==> config.mk <==
export PLATFORM = sky130hd
export DESIGN_NAME = usb_dfu_ctrl_ep
export DESIGN_NICKNAME = d
export VERILOG_FILES = /design/src/hdl/usb_dfu_pkg.sv /design/src/hdl/descriptor_rom.sv /design/src/hdl/dfu_runtime_state.sv /design/src/hdl/setup_capture.sv /design/src/hdl/request_decoder.sv /design/src/hdl/ctrl_xfr_seq.sv /design/src/hdl/usb_dfu_ctrl_ep.sv
export SDC_FILE = /design/constraint.sdc
export NUM_CORES = 1
export LEC_CHECK = 0
export ABC_AREA = 1
export ABC_CLOCK_PERIOD_IN_PS = 3100
export BUFFER_PORTS_ARGS = -buffer_cell sky130_fd_sc_hd__buf_2
export CORE_UTILIZATION = 51
export CTS_CLUSTER_DIAMETER = 50
export CTS_CLUSTER_SIZE = 14
export DETAILED_ROUTE_END_ITERATION = 16
export GPL_TIMING_DRIVEN = 0
export PLACE_DENSITY = 0.72
export SLEW_MARGIN = 20
export SYNTH_ARGS = -nofsm -noshare
export SYNTH_HDL_FRONTEND = slang
export SYNTH_HIERARCHICAL = 1
export SYNTH_SLANG_ARGS = --single-unit
==> constraint.sdc <==
create_clock -name clk -period 3.1 [get_ports clk]
set_clock_uncertainty 0.05 [all_clocks]
set_input_delay 0.62 -clock clk [delete_from_list [all_inputs] [get_ports clk]]
set_output_delay 0.62 -clock clk [all_outputs]
set_load 0.05 [all_outputs]
==> src/hdl/usb_dfu_pkg.sv <==
package usb_dfu_pkg;

  ////////////////////////////////////////////////////////////
  // widths with a meaning
  ////////////////////////////////////////////////////////////
  typedef logic [7:0]  byte_t;
  typedef logic [6:0]  dev_addr_t;
  typedef logic [15:0] xfr_len_t;
  typedef logic [7:0]  rom_addr_t;

  localparam int        SETUP_BYTES     = 8;
  localparam byte_t     MAX_PACKET_SIZE = 8'd32;

  // board identity
  localparam logic [15:0] BOARD_VID = 16'h1d50;
  localparam logic [15:0] BOARD_PID = 16'h6130;

  localparam logic [15:0] DFU_DETACH_TIMEOUT_MS = 16'd1000;
  localparam logic [15:0] DFU_TRANSFER_SIZE     = 16'd256;

  // reply source layout
  localparam rom_addr_t DEVICE_DESC_ADDR = 8'd0;
  localparam xfr_len_t  DEVICE_DESC_LEN  = 16'd18;
  localparam rom_addr_t CONFIG_DESC_ADDR = 8'd18;
  localparam xfr_len_t  CONFIG_TOTAL_LEN = 16'd27;
  localparam xfr_len_t  DFU_STATUS_LEN   = 16'd6;
  localparam rom_addr_t DFU_STATE_OFFSET = 8'd4;  // bState within the status block

  localparam byte_t DFU_STATE_APP_IDLE   = 8'd0;
  localparam byte_t DFU_STATE_APP_DETACH = 8'd1;

  // {bmRequestType[6:5], bRequest}
  localparam logic [9:0] REQ_GET_DESCRIPTOR    = 10'h006;
  localparam logic [9:0] REQ_SET_ADDRESS       = 10'h005;
  localparam logic [9:0] REQ_SET_CONFIGURATION = 10'h009;
  localparam logic [9:0] REQ_SET_INTERFACE     = 10'h00b;
  localparam logic [9:0] REQ_DFU_DETACH        = 10'h100;
  localparam logic [9:0] REQ_DFU_GETSTATUS     = 10'h103;
  localparam logic [9:0] REQ_DFU_CLRSTATUS     = 10'h104;
  localparam logic [9:0] REQ_DFU_GETSTATE      = 10'h105;
  localparam logic [9:0] REQ_DFU_ABORT         = 10'h106;

  ////////////////////////////////////////////////////////////
  // structs and enums
  ////////////////////////////////////////////////////////////
  typedef struct packed {
    byte_t    bm_request_type;
    byte_t    b_request;
    xfr_len_t w_value;
    xfr_len_t w_index;
    xfr_len_t w_length;
  } setup_pkt_t;

  typedef enum logic {desc_rom, dfu_state} reply_src_e;

  typedef struct packed {
    reply_src_e src;
    rom_addr_t  start;
    xfr_len_t   length;
    logic       stall;
  } reply_plan_t;

  typedef struct packed {
    logic detach;
    logic clear_status;
    logic abort;
  } dfu_cmd_t;

  typedef enum logic [2:0] {
    idle,
    setup_in,
    setup_done,
    data_in,
    data_out,
    status_in,
    status_out
  } ctrl_stage_e;

  typedef struct packed {
    logic  data_avail;
    logic  setup;
    logic  grant;
    logic  acked;
    byte_t data;
  } out_ep_in_t;

  typedef struct packed {
    logic grant;
    logic data_free;
    logic acked;
  } in_ep_in_t;

  typedef struct packed {
    logic  req;
    logic  put;
    logic  done;
    logic  stall;
    byte_t data;
  } in_ep_out_t;

endpackage

==> src/hdl/descriptor_rom.sv <==
`timescale 1ns/1ns

module descriptor_rom (
  input  usb_dfu_pkg::rom_addr_t addr,
  output usb_dfu_pkg::byte_t     data
);

  always_comb begin
    case (addr)
      // device descriptor
      8'd0:  data = 8'd18;
      8'd1:  data = 8'd1;
      8'd2:  data = 8'h00;  // usb 1.0
      8'd3:  data = 8'h01;
      8'd4:  data = 8'd0;   // class per interface
      8'd5:  data = 8'd0;
      8'd6:  data = 8'd0;
      8'd7:  data = usb_dfu_pkg::MAX_PACKET_SIZE;
      8'd8:  data = usb_dfu_pkg::BOARD_VID[7:0];
      8'd9:  data = usb_dfu_pkg::BOARD_VID[15:8];
      8'd10: data = usb_dfu_pkg::BOARD_PID[7:0];
      8'd11: data = usb_dfu_pkg::BOARD_PID[15:8];
      8'd12: data = 8'd0;
      8'd13: data = 8'd0;
      8'd14: data = 8'd1;   // string indices
      8'd15: data = 8'd2;
      8'd16: data = 8'd3;
      8'd17: data = 8'd1;   // one configuration
      // configuration descriptor
      8'd18: data = 8'd9;
      8'd19: data = 8'd2;
      8'd20: data = usb_dfu_pkg::CONFIG_TOTAL_LEN[7:0];
      8'd21: data = usb_dfu_pkg::CONFIG_TOTAL_LEN[15:8];
      8'd22: data = 8'd1;
      8'd23: data = 8'd1;
      8'd24: data = 8'd0;
      8'd25: data = 8'hc0;  // self powered
      8'd26: data = 8'd50;
      // interface, dfu runtime
      8'd27: data = 8'd9;
      8'd28: data = 8'd4;
      8'd29: data = 8'd0;
      8'd30: data = 8'd0;
      8'd31: data = 8'd0;
      8'd32: data = 8'hfe;  // application specific
      8'd33: data = 8'd1;
      8'd34: data = 8'd1;
      8'd35: data = 8'd4;
      // dfu functional descriptor
      8'd36: data = 8'd9;
      8'd37: data = 8'h21;
      8'd38: data = 8'h0f;
      8'd39: data = usb_dfu_pkg::DFU_DETACH_TIMEOUT_MS[7:0];
      8'd40: data = usb_dfu_pkg::DFU_DETACH_TIMEOUT_MS[15:8];
      8'd41: data = usb_dfu_pkg::DFU_TRANSFER_SIZE[7:0];
      8'd42: data = usb_dfu_pkg::DFU_TRANSFER_SIZE[15:8];
      8'd43: data = 8'h10;  // dfu 1.1
      8'd44: data = 8'h01;
      default: data = 8'h00;
    endcase
  end

endmodule

==> src/hdl/dfu_runtime_state.sv <==
`timescale 1ns/1ns

module dfu_runtime_state #(
  parameter int ms_tick_cycles = 48000
) (
  input  logic                   clk,
  input  logic                   reset,
  input  logic                   usb_reset,
  input  usb_dfu_pkg::dfu_cmd_t  dfu_cmd,
  input  usb_dfu_pkg::rom_addr_t addr,
  output usb_dfu_pkg::byte_t     data,
  output logic                   dfu_detach
);

  // bStatus, bwPollTimeout[3], bState, iString
  usb_dfu_pkg::byte_t                status_mem [usb_dfu_pkg::DFU_STATUS_LEN];
  usb_dfu_pkg::byte_t                b_state;
  logic [$clog2(ms_tick_cycles)-1:0] presc;
  logic                              ms_tick;
  logic [15:0]                       detach_timer;

  assign b_state = status_mem[usb_dfu_pkg::DFU_STATE_OFFSET[2:0]];
  assign data    = (addr < usb_dfu_pkg::rom_addr_t'(usb_dfu_pkg::DFU_STATUS_LEN)) ?
                   status_mem[addr[2:0]] : 8'h00;

  always_ff @(posedge clk) begin
    if (reset) begin
      status_mem <= '{8'h00, 8'h01, 8'h00, 8'h00, usb_dfu_pkg::DFU_STATE_APP_IDLE, 8'h00};
    end else if (dfu_cmd.detach) begin
      status_mem[usb_dfu_pkg::DFU_STATE_OFFSET[2:0]] <= usb_dfu_pkg::DFU_STATE_APP_DETACH;
    end else if (dfu_cmd.clear_status) begin
      status_mem[0] <= 8'h00;  // status ok
      status_mem[usb_dfu_pkg::DFU_STATE_OFFSET[2:0]] <= usb_dfu_pkg::DFU_STATE_APP_IDLE;
    end else if (dfu_cmd.abort) begin
      status_mem[usb_dfu_pkg::DFU_STATE_OFFSET[2:0]] <= usb_dfu_pkg::DFU_STATE_APP_IDLE;
    end
  end

  ////////////////////////////////////////////////////////////
  // millisecond tick and detach timer
  ////////////////////////////////////////////////////////////
  always_ff @(posedge clk) begin
    if (reset) begin
      presc        <= '0;
      ms_tick      <= 1'b0;
      detach_timer <= usb_dfu_pkg::DFU_DETACH_TIMEOUT_MS;
      dfu_detach   <= 1'b0;
    end else begin
      ms_tick <= 1'b0;
      if (presc == $bits(presc)'(ms_tick_cycles - 1)) begin
        presc   <= '0;
        ms_tick <= 1'b1;
      end else begin
        presc <= presc + $bits(presc)'(1);
      end

      if (dfu_cmd.detach) begin
        detach_timer <= usb_dfu_pkg::DFU_DETACH_TIMEOUT_MS;  // fresh timeout per request
      end else if (ms_tick && b_state == usb_dfu_pkg::DFU_STATE_APP_DETACH) begin
        if (detach_timer != '0) begin
          detach_timer <= detach_timer - 16'd1;
        end else begin
          dfu_detach <= 1'b1;
        end
      end

      // bus reset outside app_idle also leaves for the bootloader
      if (ms_tick && usb_reset && b_state != usb_dfu_pkg::DFU_STATE_APP_IDLE) begin
        dfu_detach <= 1'b1;
      end
    end
  end

endmodule

==> src/hdl/setup_capture.sv <==
`timescale 1ns/1ns

module setup_capture (
  input  logic                    clk,
  input  logic                    reset,
  input  usb_dfu_pkg::out_ep_in_t out_ep,
  input  logic                    status_done,
  output logic                    setup_start,
  output logic                    pkt_end,
  output usb_dfu_pkg::setup_pkt_t setup
);

  logic               avail_q;
  logic               data_valid;  // byte on out_ep.data this cycle
  logic               store;
  logic [3:0]         byte_idx;
  usb_dfu_pkg::byte_t setup_mem [usb_dfu_pkg::SETUP_BYTES];

  assign setup_start = out_ep.data_avail && !avail_q && out_ep.setup;
  assign pkt_end     = !out_ep.data_avail && avail_q;
  assign store       = out_ep.setup && data_valid &&
                       (byte_idx < 4'(usb_dfu_pkg::SETUP_BYTES));

  always_ff @(posedge clk) begin
    if (reset) begin
      avail_q    <= 1'b0;
      data_valid <= 1'b0;
      byte_idx   <= '0;
    end else begin
      avail_q    <= out_ep.data_avail;
      data_valid <= out_ep.data_avail && out_ep.grant;  // data follows a cycle later
      if (status_done) begin
        byte_idx <= '0;
      end else if (store) begin
        byte_idx <= byte_idx + 4'd1;
      end
    end
  end

  always_ff @(posedge clk) begin
    if (store) begin
      setup_mem[byte_idx[2:0]] <= out_ep.data;
    end
  end

  // wire fields are little endian on the bus
  always_comb begin
    setup.bm_request_type = setup_mem[0];
    setup.b_request       = setup_mem[1];
    setup.w_value         = {setup_mem[3], setup_mem[2]};
    setup.w_index         = {setup_mem[5], setup_mem[4]};
    setup.w_length        = {setup_mem[7], setup_mem[6]};
  end

endmodule

==> src/hdl/request_decoder.sv <==
`timescale 1ns/1ns

module request_decoder (
  input  logic                     clk,
  input  logic                     reset,
  input  logic                     setup_done,
  input  logic                     status_done,
  input  usb_dfu_pkg::setup_pkt_t  setup,
  output usb_dfu_pkg::reply_plan_t plan,
  output usb_dfu_pkg::dfu_cmd_t    dfu_cmd,
  output usb_dfu_pkg::dev_addr_t   dev_addr
);

  logic [9:0]             req_code;
  logic                   addr_pending;
  usb_dfu_pkg::dev_addr_t new_addr;

  assign req_code = {setup.bm_request_type[6:5], setup.b_request};

  always_ff @(posedge clk) begin
    if (reset) begin
      plan         <= '0;
      dfu_cmd      <= '0;
      addr_pending <= 1'b0;
      dev_addr     <= '0;
    end else begin
      dfu_cmd <= '0;  // commands are single cycle

      if (setup_done) begin
        // default is an ack with no data
        plan <= '{src: usb_dfu_pkg::desc_rom, start: '0, length: '0, stall: 1'b0};

        case (req_code)
          usb_dfu_pkg::REQ_GET_DESCRIPTOR: begin
            case (setup.w_value[15:8])
              8'd1: begin  // device
                plan.start  <= usb_dfu_pkg::DEVICE_DESC_ADDR;
                plan.length <= usb_dfu_pkg::DEVICE_DESC_LEN;
              end
              8'd2: begin  // configuration, whole set
                plan.start  <= usb_dfu_pkg::CONFIG_DESC_ADDR;
                plan.length <= usb_dfu_pkg::CONFIG_TOTAL_LEN;
              end
              default: plan.stall <= 1'b1;  // strings, qualifier etc
            endcase
          end

          usb_dfu_pkg::REQ_SET_ADDRESS: begin
            // status stage still runs on the old address
            addr_pending <= 1'b1;
            new_addr     <= setup.w_value[6:0];
          end

          usb_dfu_pkg::REQ_SET_CONFIGURATION,
          usb_dfu_pkg::REQ_SET_INTERFACE: ;  // single config, nothing to switch

          usb_dfu_pkg::REQ_DFU_DETACH:    dfu_cmd.detach       <= 1'b1;
          usb_dfu_pkg::REQ_DFU_CLRSTATUS: dfu_cmd.clear_status <= 1'b1;
          usb_dfu_pkg::REQ_DFU_ABORT:     dfu_cmd.abort        <= 1'b1;

          usb_dfu_pkg::REQ_DFU_GETSTATUS: begin
            plan.src    <= usb_dfu_pkg::dfu_state;
            plan.length <= usb_dfu_pkg::DFU_STATUS_LEN;
          end

          usb_dfu_pkg::REQ_DFU_GETSTATE: begin
            plan.src    <= usb_dfu_pkg::dfu_state;
            plan.start  <= usb_dfu_pkg::DFU_STATE_OFFSET;
            plan.length <= 16'd1;
          end

          default: ;
        endcase
      end

      if (status_done && addr_pending) begin
        addr_pending <= 1'b0;
        dev_addr     <= new_addr;
      end
    end
  end

endmodule

==> src/hdl/ctrl_xfr_seq.sv <==
`timescale 1ns/1ns

module ctrl_xfr_seq (
  input  logic                     clk,
  input  logic                     reset,
  input  usb_dfu_pkg::out_ep_in_t  out_ep,
  input  logic                     setup_start,
  input  logic                     pkt_end,
  input  usb_dfu_pkg::setup_pkt_t  setup,
  input  usb_dfu_pkg::reply_plan_t plan,
  input  usb_dfu_pkg::in_ep_in_t   in_ep,
  output usb_dfu_pkg::in_ep_out_t  in_ep_o,
  output logic                     setup_done,
  output logic                     status_done,
  output usb_dfu_pkg::rom_addr_t   rd_addr,
  input  usb_dfu_pkg::byte_t       rom_data,
  input  usb_dfu_pkg::byte_t       dfu_data
);

  usb_dfu_pkg::ctrl_stage_e stage;
  usb_dfu_pkg::ctrl_stage_e stage_next;
  usb_dfu_pkg::xfr_len_t    remaining;
  usb_dfu_pkg::xfr_len_t    min_len;
  logic                     first;   // plan registered, counters not yet loaded
  logic                     done_q;
  logic                     zlp;
  logic                     accept;
  logic                     out_get;

  assign setup_done = (stage == usb_dfu_pkg::setup_done);
  assign min_len    = (setup.w_length < plan.length) ? setup.w_length : plan.length;
  assign accept     = in_ep_o.put && in_ep.grant;
  assign out_get    = (stage == usb_dfu_pkg::data_out) && out_ep.data_avail &&
                      out_ep.grant && !out_ep.setup;

  ////////////////////////////////////////////////////////////
  // stage FSM
  ////////////////////////////////////////////////////////////
  always_comb begin
    stage_next  = stage;
    zlp         = 1'b0;
    status_done = 1'b0;
    case (stage)
      usb_dfu_pkg::idle:
        if (setup_start) stage_next = usb_dfu_pkg::setup_in;
      usb_dfu_pkg::setup_in:
        if (pkt_end) stage_next = usb_dfu_pkg::setup_done;
      usb_dfu_pkg::setup_done: begin
        if (setup.w_length != '0) begin
          stage_next = setup.bm_request_type[7] ? usb_dfu_pkg::data_in
                                                : usb_dfu_pkg::data_out;
        end else begin
          stage_next = usb_dfu_pkg::status_in;
          zlp        = 1'b1;
        end
      end
      usb_dfu_pkg::data_in: begin
        if (first && plan.stall) begin
          stage_next  = usb_dfu_pkg::idle;
          status_done = 1'b1;  // no status stage after a stall
        end else if (!first && remaining == '0 && in_ep.acked) begin
          stage_next = usb_dfu_pkg::status_out;
        end
      end
      usb_dfu_pkg::data_out: begin
        if (remaining == '0) begin
          stage_next = usb_dfu_pkg::status_in;
          zlp        = 1'b1;
        end
      end
      usb_dfu_pkg::status_in: begin
        if (in_ep.acked) begin
          stage_next  = usb_dfu_pkg::idle;
          status_done = 1'b1;
        end
      end
      usb_dfu_pkg::status_out: begin
        if (out_ep.acked) begin
          stage_next  = usb_dfu_pkg::idle;
          status_done = 1'b1;
        end
      end
      default: stage_next = usb_dfu_pkg::idle;
    endcase
  end

  always_ff @(posedge clk) begin
    if (reset) begin
      stage     <= usb_dfu_pkg::idle;
      first     <= 1'b0;
      done_q    <= 1'b0;
      remaining <= '0;
      rd_addr   <= '0;
    end else begin
      stage  <= stage_next;
      first  <= setup_done;
      done_q <= 1'b0;
      if (setup_done) begin
        remaining <= setup.w_length;  // OUT stage counts the full request
      end else if (stage == usb_dfu_pkg::data_in && first) begin
        remaining <= min_len;
        rd_addr   <= plan.start;
        done_q    <= (min_len == '0) && !plan.stall;
      end else if (accept) begin
        remaining <= remaining - 16'd1;
        rd_addr   <= rd_addr + 8'd1;
        done_q    <= (remaining == 16'd1);  // last byte just went out
      end else if (out_get && remaining != '0) begin
        remaining <= remaining - 16'd1;
      end
    end
  end

  ////////////////////////////////////////////////////////////
  // IN buffer side
  ////////////////////////////////////////////////////////////
  always_comb begin
    in_ep_o.req   = (stage == usb_dfu_pkg::data_in) && !first && (remaining != '0);
    in_ep_o.put   = in_ep_o.req && in_ep.data_free;
    in_ep_o.done  = done_q || zlp;
    in_ep_o.stall = (stage == usb_dfu_pkg::data_in) && first && plan.stall;
    in_ep_o.data  = (plan.src == usb_dfu_pkg::dfu_state) ? dfu_data : rom_data;
  end

endmodule

==> src/hdl/usb_dfu_ctrl_ep.sv <==
`timescale 1ns/1ns

module usb_dfu_ctrl_ep #(
  parameter int ms_tick_cycles = 48000
) (
  input  logic                    clk,
  input  logic                    reset,
  input  logic                    usb_reset,
  input  usb_dfu_pkg::out_ep_in_t out_ep,
  output logic                    out_ep_req,
  output logic                    out_ep_data_get,
  input  usb_dfu_pkg::in_ep_in_t  in_ep,
  output usb_dfu_pkg::in_ep_out_t in_ep_o,
  output usb_dfu_pkg::dev_addr_t  dev_addr,
  output logic                    dfu_detach
);

  logic                     setup_start;
  logic                     pkt_end;
  logic                     setup_done;
  logic                     status_done;
  usb_dfu_pkg::setup_pkt_t  setup;
  usb_dfu_pkg::reply_plan_t plan;
  usb_dfu_pkg::dfu_cmd_t    dfu_cmd;
  usb_dfu_pkg::rom_addr_t   rd_addr;
  usb_dfu_pkg::byte_t       rom_data;
  usb_dfu_pkg::byte_t       dfu_data;

  // OUT buffer is drained whenever it holds bytes
  assign out_ep_req      = out_ep.data_avail;
  assign out_ep_data_get = out_ep.data_avail;

  setup_capture u_setup_capture (
    .clk         (clk),
    .reset       (reset),
    .out_ep      (out_ep),
    .status_done (status_done),
    .setup_start (setup_start),
    .pkt_end     (pkt_end),
    .setup       (setup)
  );

  request_decoder u_request_decoder (
    .clk         (clk),
    .reset       (reset),
    .setup_done  (setup_done),
    .status_done (status_done),
    .setup       (setup),
    .plan        (plan),
    .dfu_cmd     (dfu_cmd),
    .dev_addr    (dev_addr)
  );

  ctrl_xfr_seq u_ctrl_xfr_seq (
    .clk         (clk),
    .reset       (reset),
    .out_ep      (out_ep),
    .setup_start (setup_start),
    .pkt_end     (pkt_end),
    .setup       (setup),
    .plan        (plan),
    .in_ep       (in_ep),
    .in_ep_o     (in_ep_o),
    .setup_done  (setup_done),
    .status_done (status_done),
    .rd_addr     (rd_addr),
    .rom_data    (rom_data),
    .dfu_data    (dfu_data)
  );

  descriptor_rom u_descriptor_rom (
    .addr (rd_addr),
    .data (rom_data)
  );

  dfu_runtime_state #(
    .ms_tick_cycles (ms_tick_cycles)
  ) u_dfu_runtime_state (
    .clk        (clk),
    .reset      (reset),
    .usb_reset  (usb_reset),
    .dfu_cmd    (dfu_cmd),
    .addr       (rd_addr),
    .data       (dfu_data),
    .dfu_detach (dfu_detach)
  );

endmodule

== Word level (Yosys, flattened, before mapping) ==
Memories as Yosys holds them, arrays and structs flattened. A register that Yosys moved wholly into a read port is not among the register bits.
Cells that the tools add are included.

* Register bits: 107
* Bits in latches: 0
* Bits in writable memories: 64
* Bits in read-only memories: 512
* Memories kept: 2

{| class="wikitable"
|+ Memory list
! memory !! depth !! width !! rd ports !! clocked after memory_dff !! wr ports !! RTL line !! source
|-
| (no name shown) || 64 || 8 || 1 || 1 || 0 || descriptor_rom.sv:9 || <nowiki>case (addr)</nowiki>
|-
| u_setup_capture.setup_mem || 8 || 8 || 6 || 1 || 1 || setup_capture.sv:17 || <nowiki>usb_dfu_pkg::byte_t setup_mem [usb_dfu_pkg::SETUP_BYTES];</nowiki>
|}

* Add/subtract/negate cells: 5
* Multiply operators: 0
* Div/mod/pow operators: 0
* Order comparisons: 4
* Eq/ne operators: 25
* Shift operators: 0
* Multiplexer cells: 53
* Bitwise gates (word level): 3
* Reduce and logical (&&, ||, !) cells: 55

{| class="wikitable"
|+ Operators with widths
! cell !! count
|-
| 2-to-1 mux 16 bit || 5
|-
| 2-to-1 mux 8 bit || 7
|-
| equality test 10 x 9 -> 1 bit (second input constant) || 5
|-
| case mux 16 bit (3 select lines) || 1
|-
| nonzero test 16 bit || 3
|-
| case mux 21 bit (2 select lines) || 1
|-
| zero test 16 bit || 2
|-
| subtractor 16 x 1 -> 16 bit (second input constant) || 2
|-
| 2-to-1 mux 3 bit || 9
|-
| binary-select mux 8 bit (select 3 bit) || 1
|-
| logical AND 1 bit || 24
|-
| 2-to-1 mux 1 bit || 23
|-
| case mux 3 bit (7 select lines) || 1
|-
| equality test 10 x 3 -> 1 bit (second input constant) || 2
|-
| adder 16 x 1 -> 16 bit (second input constant) || 1
|-
| equality test 16 x 1 -> 1 bit (second input constant) || 1
|-
| equality test 16 bit (second input constant) || 1
|-
| < comparator 16 bit || 1
|-
| OR reduction 2 bit || 8
|-
| 2-to-1 mux 6 bit || 2
|-
| inequality test 2 bit (second input constant) || 6
|-
| case mux 5 bit (2 select lines) || 1
|-
| equality test 3 bit (second input constant) || 3
|-
| adder 8 x 1 -> 8 bit (second input constant) || 1
|-
| 24 further kinds || 34
|}

== Longest topological paths before layout ==
* Depth after elaboration: 9
* Depth in mapped cells: 18
* Depth with buffers taken out: 17

== Cells and area by module ==
Netlist, hierarchy kept.

{| class="wikitable"
|+ By module, submodules not included
! module !! times used !! cells each !! area an instance (um2) !! sequential area each (um2)
|-
| ctrl_xfr_seq || 1 || 435 || 2,894.0 || 580.6
|-
| setup_capture || 1 || 117 || 2,255.9 || 2,042.0
|-
| dfu_runtime_state || 1 || 299 || 1,944.4 || 700.7
|-
| request_decoder || 1 || 158 || 1,223.7 || 610.6
|-
| descriptor_rom || 1 || 103 || 563.0 || 0.0
|-
| usb_dfu_ctrl_ep || 1 || 2 || 15.0 || 0.0
|}

== Worst setup path before layout ==
OpenSTA, ideal clock, no wires.

* Kind: reg2out
* Start: reg u_ctrl_xfr_seq.rd_addr[0]
* End: out in_ep_o[6] (netlist bit)
* Arrival: 1,705 ps
* Required time: 2,430 ps
* Path slack: 725 ps
* Stages on the path, launching flop included: 9
* Path buffers: 0
* Cells stage by stage: dfxtp_1 inv_1 ha_1 nand2_2 nand2_1 a21oi_2 nor2_1 o21a_1 mux2_2

{| class="wikitable"
|+ RTL lines
! element !! RTL line !! source
|-
| start: declaration || ctrl_xfr_seq.sv:15 || <nowiki>output usb_dfu_pkg::rom_addr_t rd_addr,</nowiki>
|-
| start signal: assignment || ctrl_xfr_seq.sv:102 || <nowiki>rd_addr <= plan.start;</nowiki>
|-
| start signal: assignment || ctrl_xfr_seq.sv:106 || <nowiki>rd_addr <= rd_addr + 8'd1;</nowiki>
|-
| end: declaration || usb_dfu_ctrl_ep.sv:13 || <nowiki>output usb_dfu_pkg::in_ep_out_t in_ep_o,</nowiki>
|}

==> flow_summary.json <==
{
  "status": "finished clean",
  "drtIter0Drc": 488,
  "required_ps": 2430,
  "cp-start-kind": "flop",
  "crit_fanout": 13,
  "port_buffers": 39,
  "ir_worst_vdd_uv": 476,
  "holdWs_ps": 372,
  "min_from": "u_setup_capture/setup_mem[2][4]$_DFFE_PP_",
  "grt_antenna_before_repair": 0,
  "fp.coreArea_um2": 15800,
  "crit_arrival_ps": 2310,
  "end_kind": "output pin",
  "drc": 0,
  "postSynthAreaPerCell_um2": 7.55,
  "track_usage_pct": 23.2,
  "cts_tree": "yes",
  "ctsRootBufferMaster": "clkbuf_16",
  "grt_pass1_vias": 6485,
  "rows": 46,
  "path_class": "flop to output pin",
  "worst-r2r-setup-slack_ps": 400,
  "crit_chain": "inv_1, ha_1, nand2_1, nand3_1, a21oi_1, a21oi_1, mux2_2, buf_2",
  "final-setup-viol-count": 0,
  "fin_crit_sh_pct": 96.0,
  "fin_crit_ps": 2980,
  "wl_um": 18200,
  "clk_pin_slew_worst_paths_ps": 60,
  "cp_slowest_cell": "dfxtp_2",
  "fp.dieArea_um2": 16600,
  "fin_nets": 1213,
  "max_freq_ghz": 0.336,
  "hold_end": "u_request_decoder/new_addr[4]$_DFFE_PP_",
  "holdPathStages": 0,
  "first_pass_iters": 5,
  "drv_slew": 0,
  "r2r_start": "u_ctrl_xfr_seq/stage[1]$_SDFFE_PP0P_",
  "fp.dieW_um": 129,
  "layout_commonest_cell": "nand2_1",
  "timing.rr.end": "u_request_decoder/new_addr[6]$_DFFE_PP_",
  "p_leak_nw": 3.89,
  "vias": 7167,
  "routedWlPerCell_um": 13.0,
  "p_per_area_nw_per_um2": 530,
  "rr_worst_depth": 8,
  "drt-vias-per-instance": 5.13,
  "start_util_pct": 52.0,
  "cts_sinks": 139,
  "drv_cap": 0,
  "grt.overflow.total": 0,
  "netlist_area_um2": 8220,
  "ios": 40,
  "grt_pass1_wl_um": 30200,
  "ant_nets": 0,
  "numCtsBuffers": 17,
  "place_hpwl_um": 13700,
  "area_growth_syn_to_layout_pct": 13.7,
  "grt_setup_unrepaired": "false",
  "crit_family": "flip-flops",
  "layout-drive-gt1-share_pct": 17.3,
  "syn_inst": 1089,
  "setup-tns-final_ps": 0,
  "clockBufferDepth": 2,
  "tightest_slew_ps": 719,
  "die_h_um": 129,
  "grt_max_degree": 17,
  "most-common-layout-cells": "231 x nand2_1, 149 x nor2_1, 125 x inv_1",
  "gp_congestion": 0.884,
  "hold_violations": 0,
  "cts_setup_buffers": 0,
  "ys_warn_count": 6,
  "crit_buf_inv": 2,
  "hold_path_class": "flop to flop",
  "insertion_delay_ps": 430,
  "diodes": 0,
  "cp_common_cell": "a21oi_1",
  "critPathMaxStageDelay_ps": 480,
  "relSlewSlack_pct": 51.9,
  "htreeDepth": 4
}
-- power by group --
part / total (W) / switching, W / internal (W)
clock: 0.00195 / 0.000883 / 0.00107
sequential: 0.00200 / 0.0000647 / 0.00194
combinational: 0.00100 / 0.000639 / 0.000361
total: 0.00495 / 0.00159 / 0.00337
-- metrics by stage --
step	setup WS [ps]	utilization [%]	instances	total power (W)	cell area, um^2
floorplan	725	-	1110	0.00283	8300
global placement	412	55.4	1365	0.00301	8770
detailed placement	376	55.4	1365	0.00302	8770
CTS	34.4	59.0	1397	0.00498	9350
global route	3.72	59.1	1397	0.00519	9350
finish	123	59.1	1397	0.00495	9350
-- worst max path at each step --
stage,endpoint,cells past startpoint,start
after floorplan,in_ep_o[6],8,u_ctrl_xfr_seq/rd_addr[0]$_SDFFE_PP0P_
after global placement,in_ep_o[6],9,u_ctrl_xfr_seq/rd_addr[0]$_SDFFE_PP0P_
after detailed placement,u_request_decoder/new_addr[3]$_DFFE_PP_,8,u_ctrl_xfr_seq/stage[1]$_SDFFE_PP0P_
after CTS,in_ep_o[6],9,u_ctrl_xfr_seq/rd_addr[1]$_SDFFE_PP0P_
after global routing,in_ep_o[6],9,u_ctrl_xfr_seq/rd_addr[0]$_SDFFE_PP0P_
final,in_ep_o[3],8,u_ctrl_xfr_seq/rd_addr[0]$_SDFFE_PP0P_
-- cell type report --
type	count	area, um^2
fillers	1444	6480
multi-input cells	782	4120
plain buffers	53	388
flip-flops and latches	139	3280
well taps	216	270
clock buffers	17	425
clock inverters	15	150
inverters	136	523
repair buffers	39	195
-- worst reg2reg max path, delay by kind of cell (launching register included) --
family	cells	cell delay [ps]
flops	1	410
simple gates	5	1090
buf+inv	3	780
-- sequential cells by signal (all words and copies together) (netlist names), 3 cells and up --
name	flops
u_request_decoder/dfu_cmd	3
u_ctrl_xfr_seq/rd_addr	8
u_setup_capture/setup_mem	42
u_ctrl_xfr_seq/stage	3
u_setup_capture/byte_idx	4
u_dfu_runtime_state/detach_timer	16
u_ctrl_xfr_seq/remaining	16
u_request_decoder/new_addr	7
u_request_decoder/plan	9
u_request_decoder/dev_addr	7
u_dfu_runtime_state/presc	16
-- repair_timing --
item / CTS / global route
gates resized for setup: 1 / 1
hold buffers: 0 / 0
setup endpoints to repair: 4 / 4
gates cloned: 0 / 0
-- per-layer routing --
layer  global-route usage, %  routed length [um]
met2                    39.5                8680
met4                    9.41                 343
met3                    3.33                 727
met1                    29.6                8460
met5                       0                   0
Note: power is estimated with default switching activity, not from simulation.
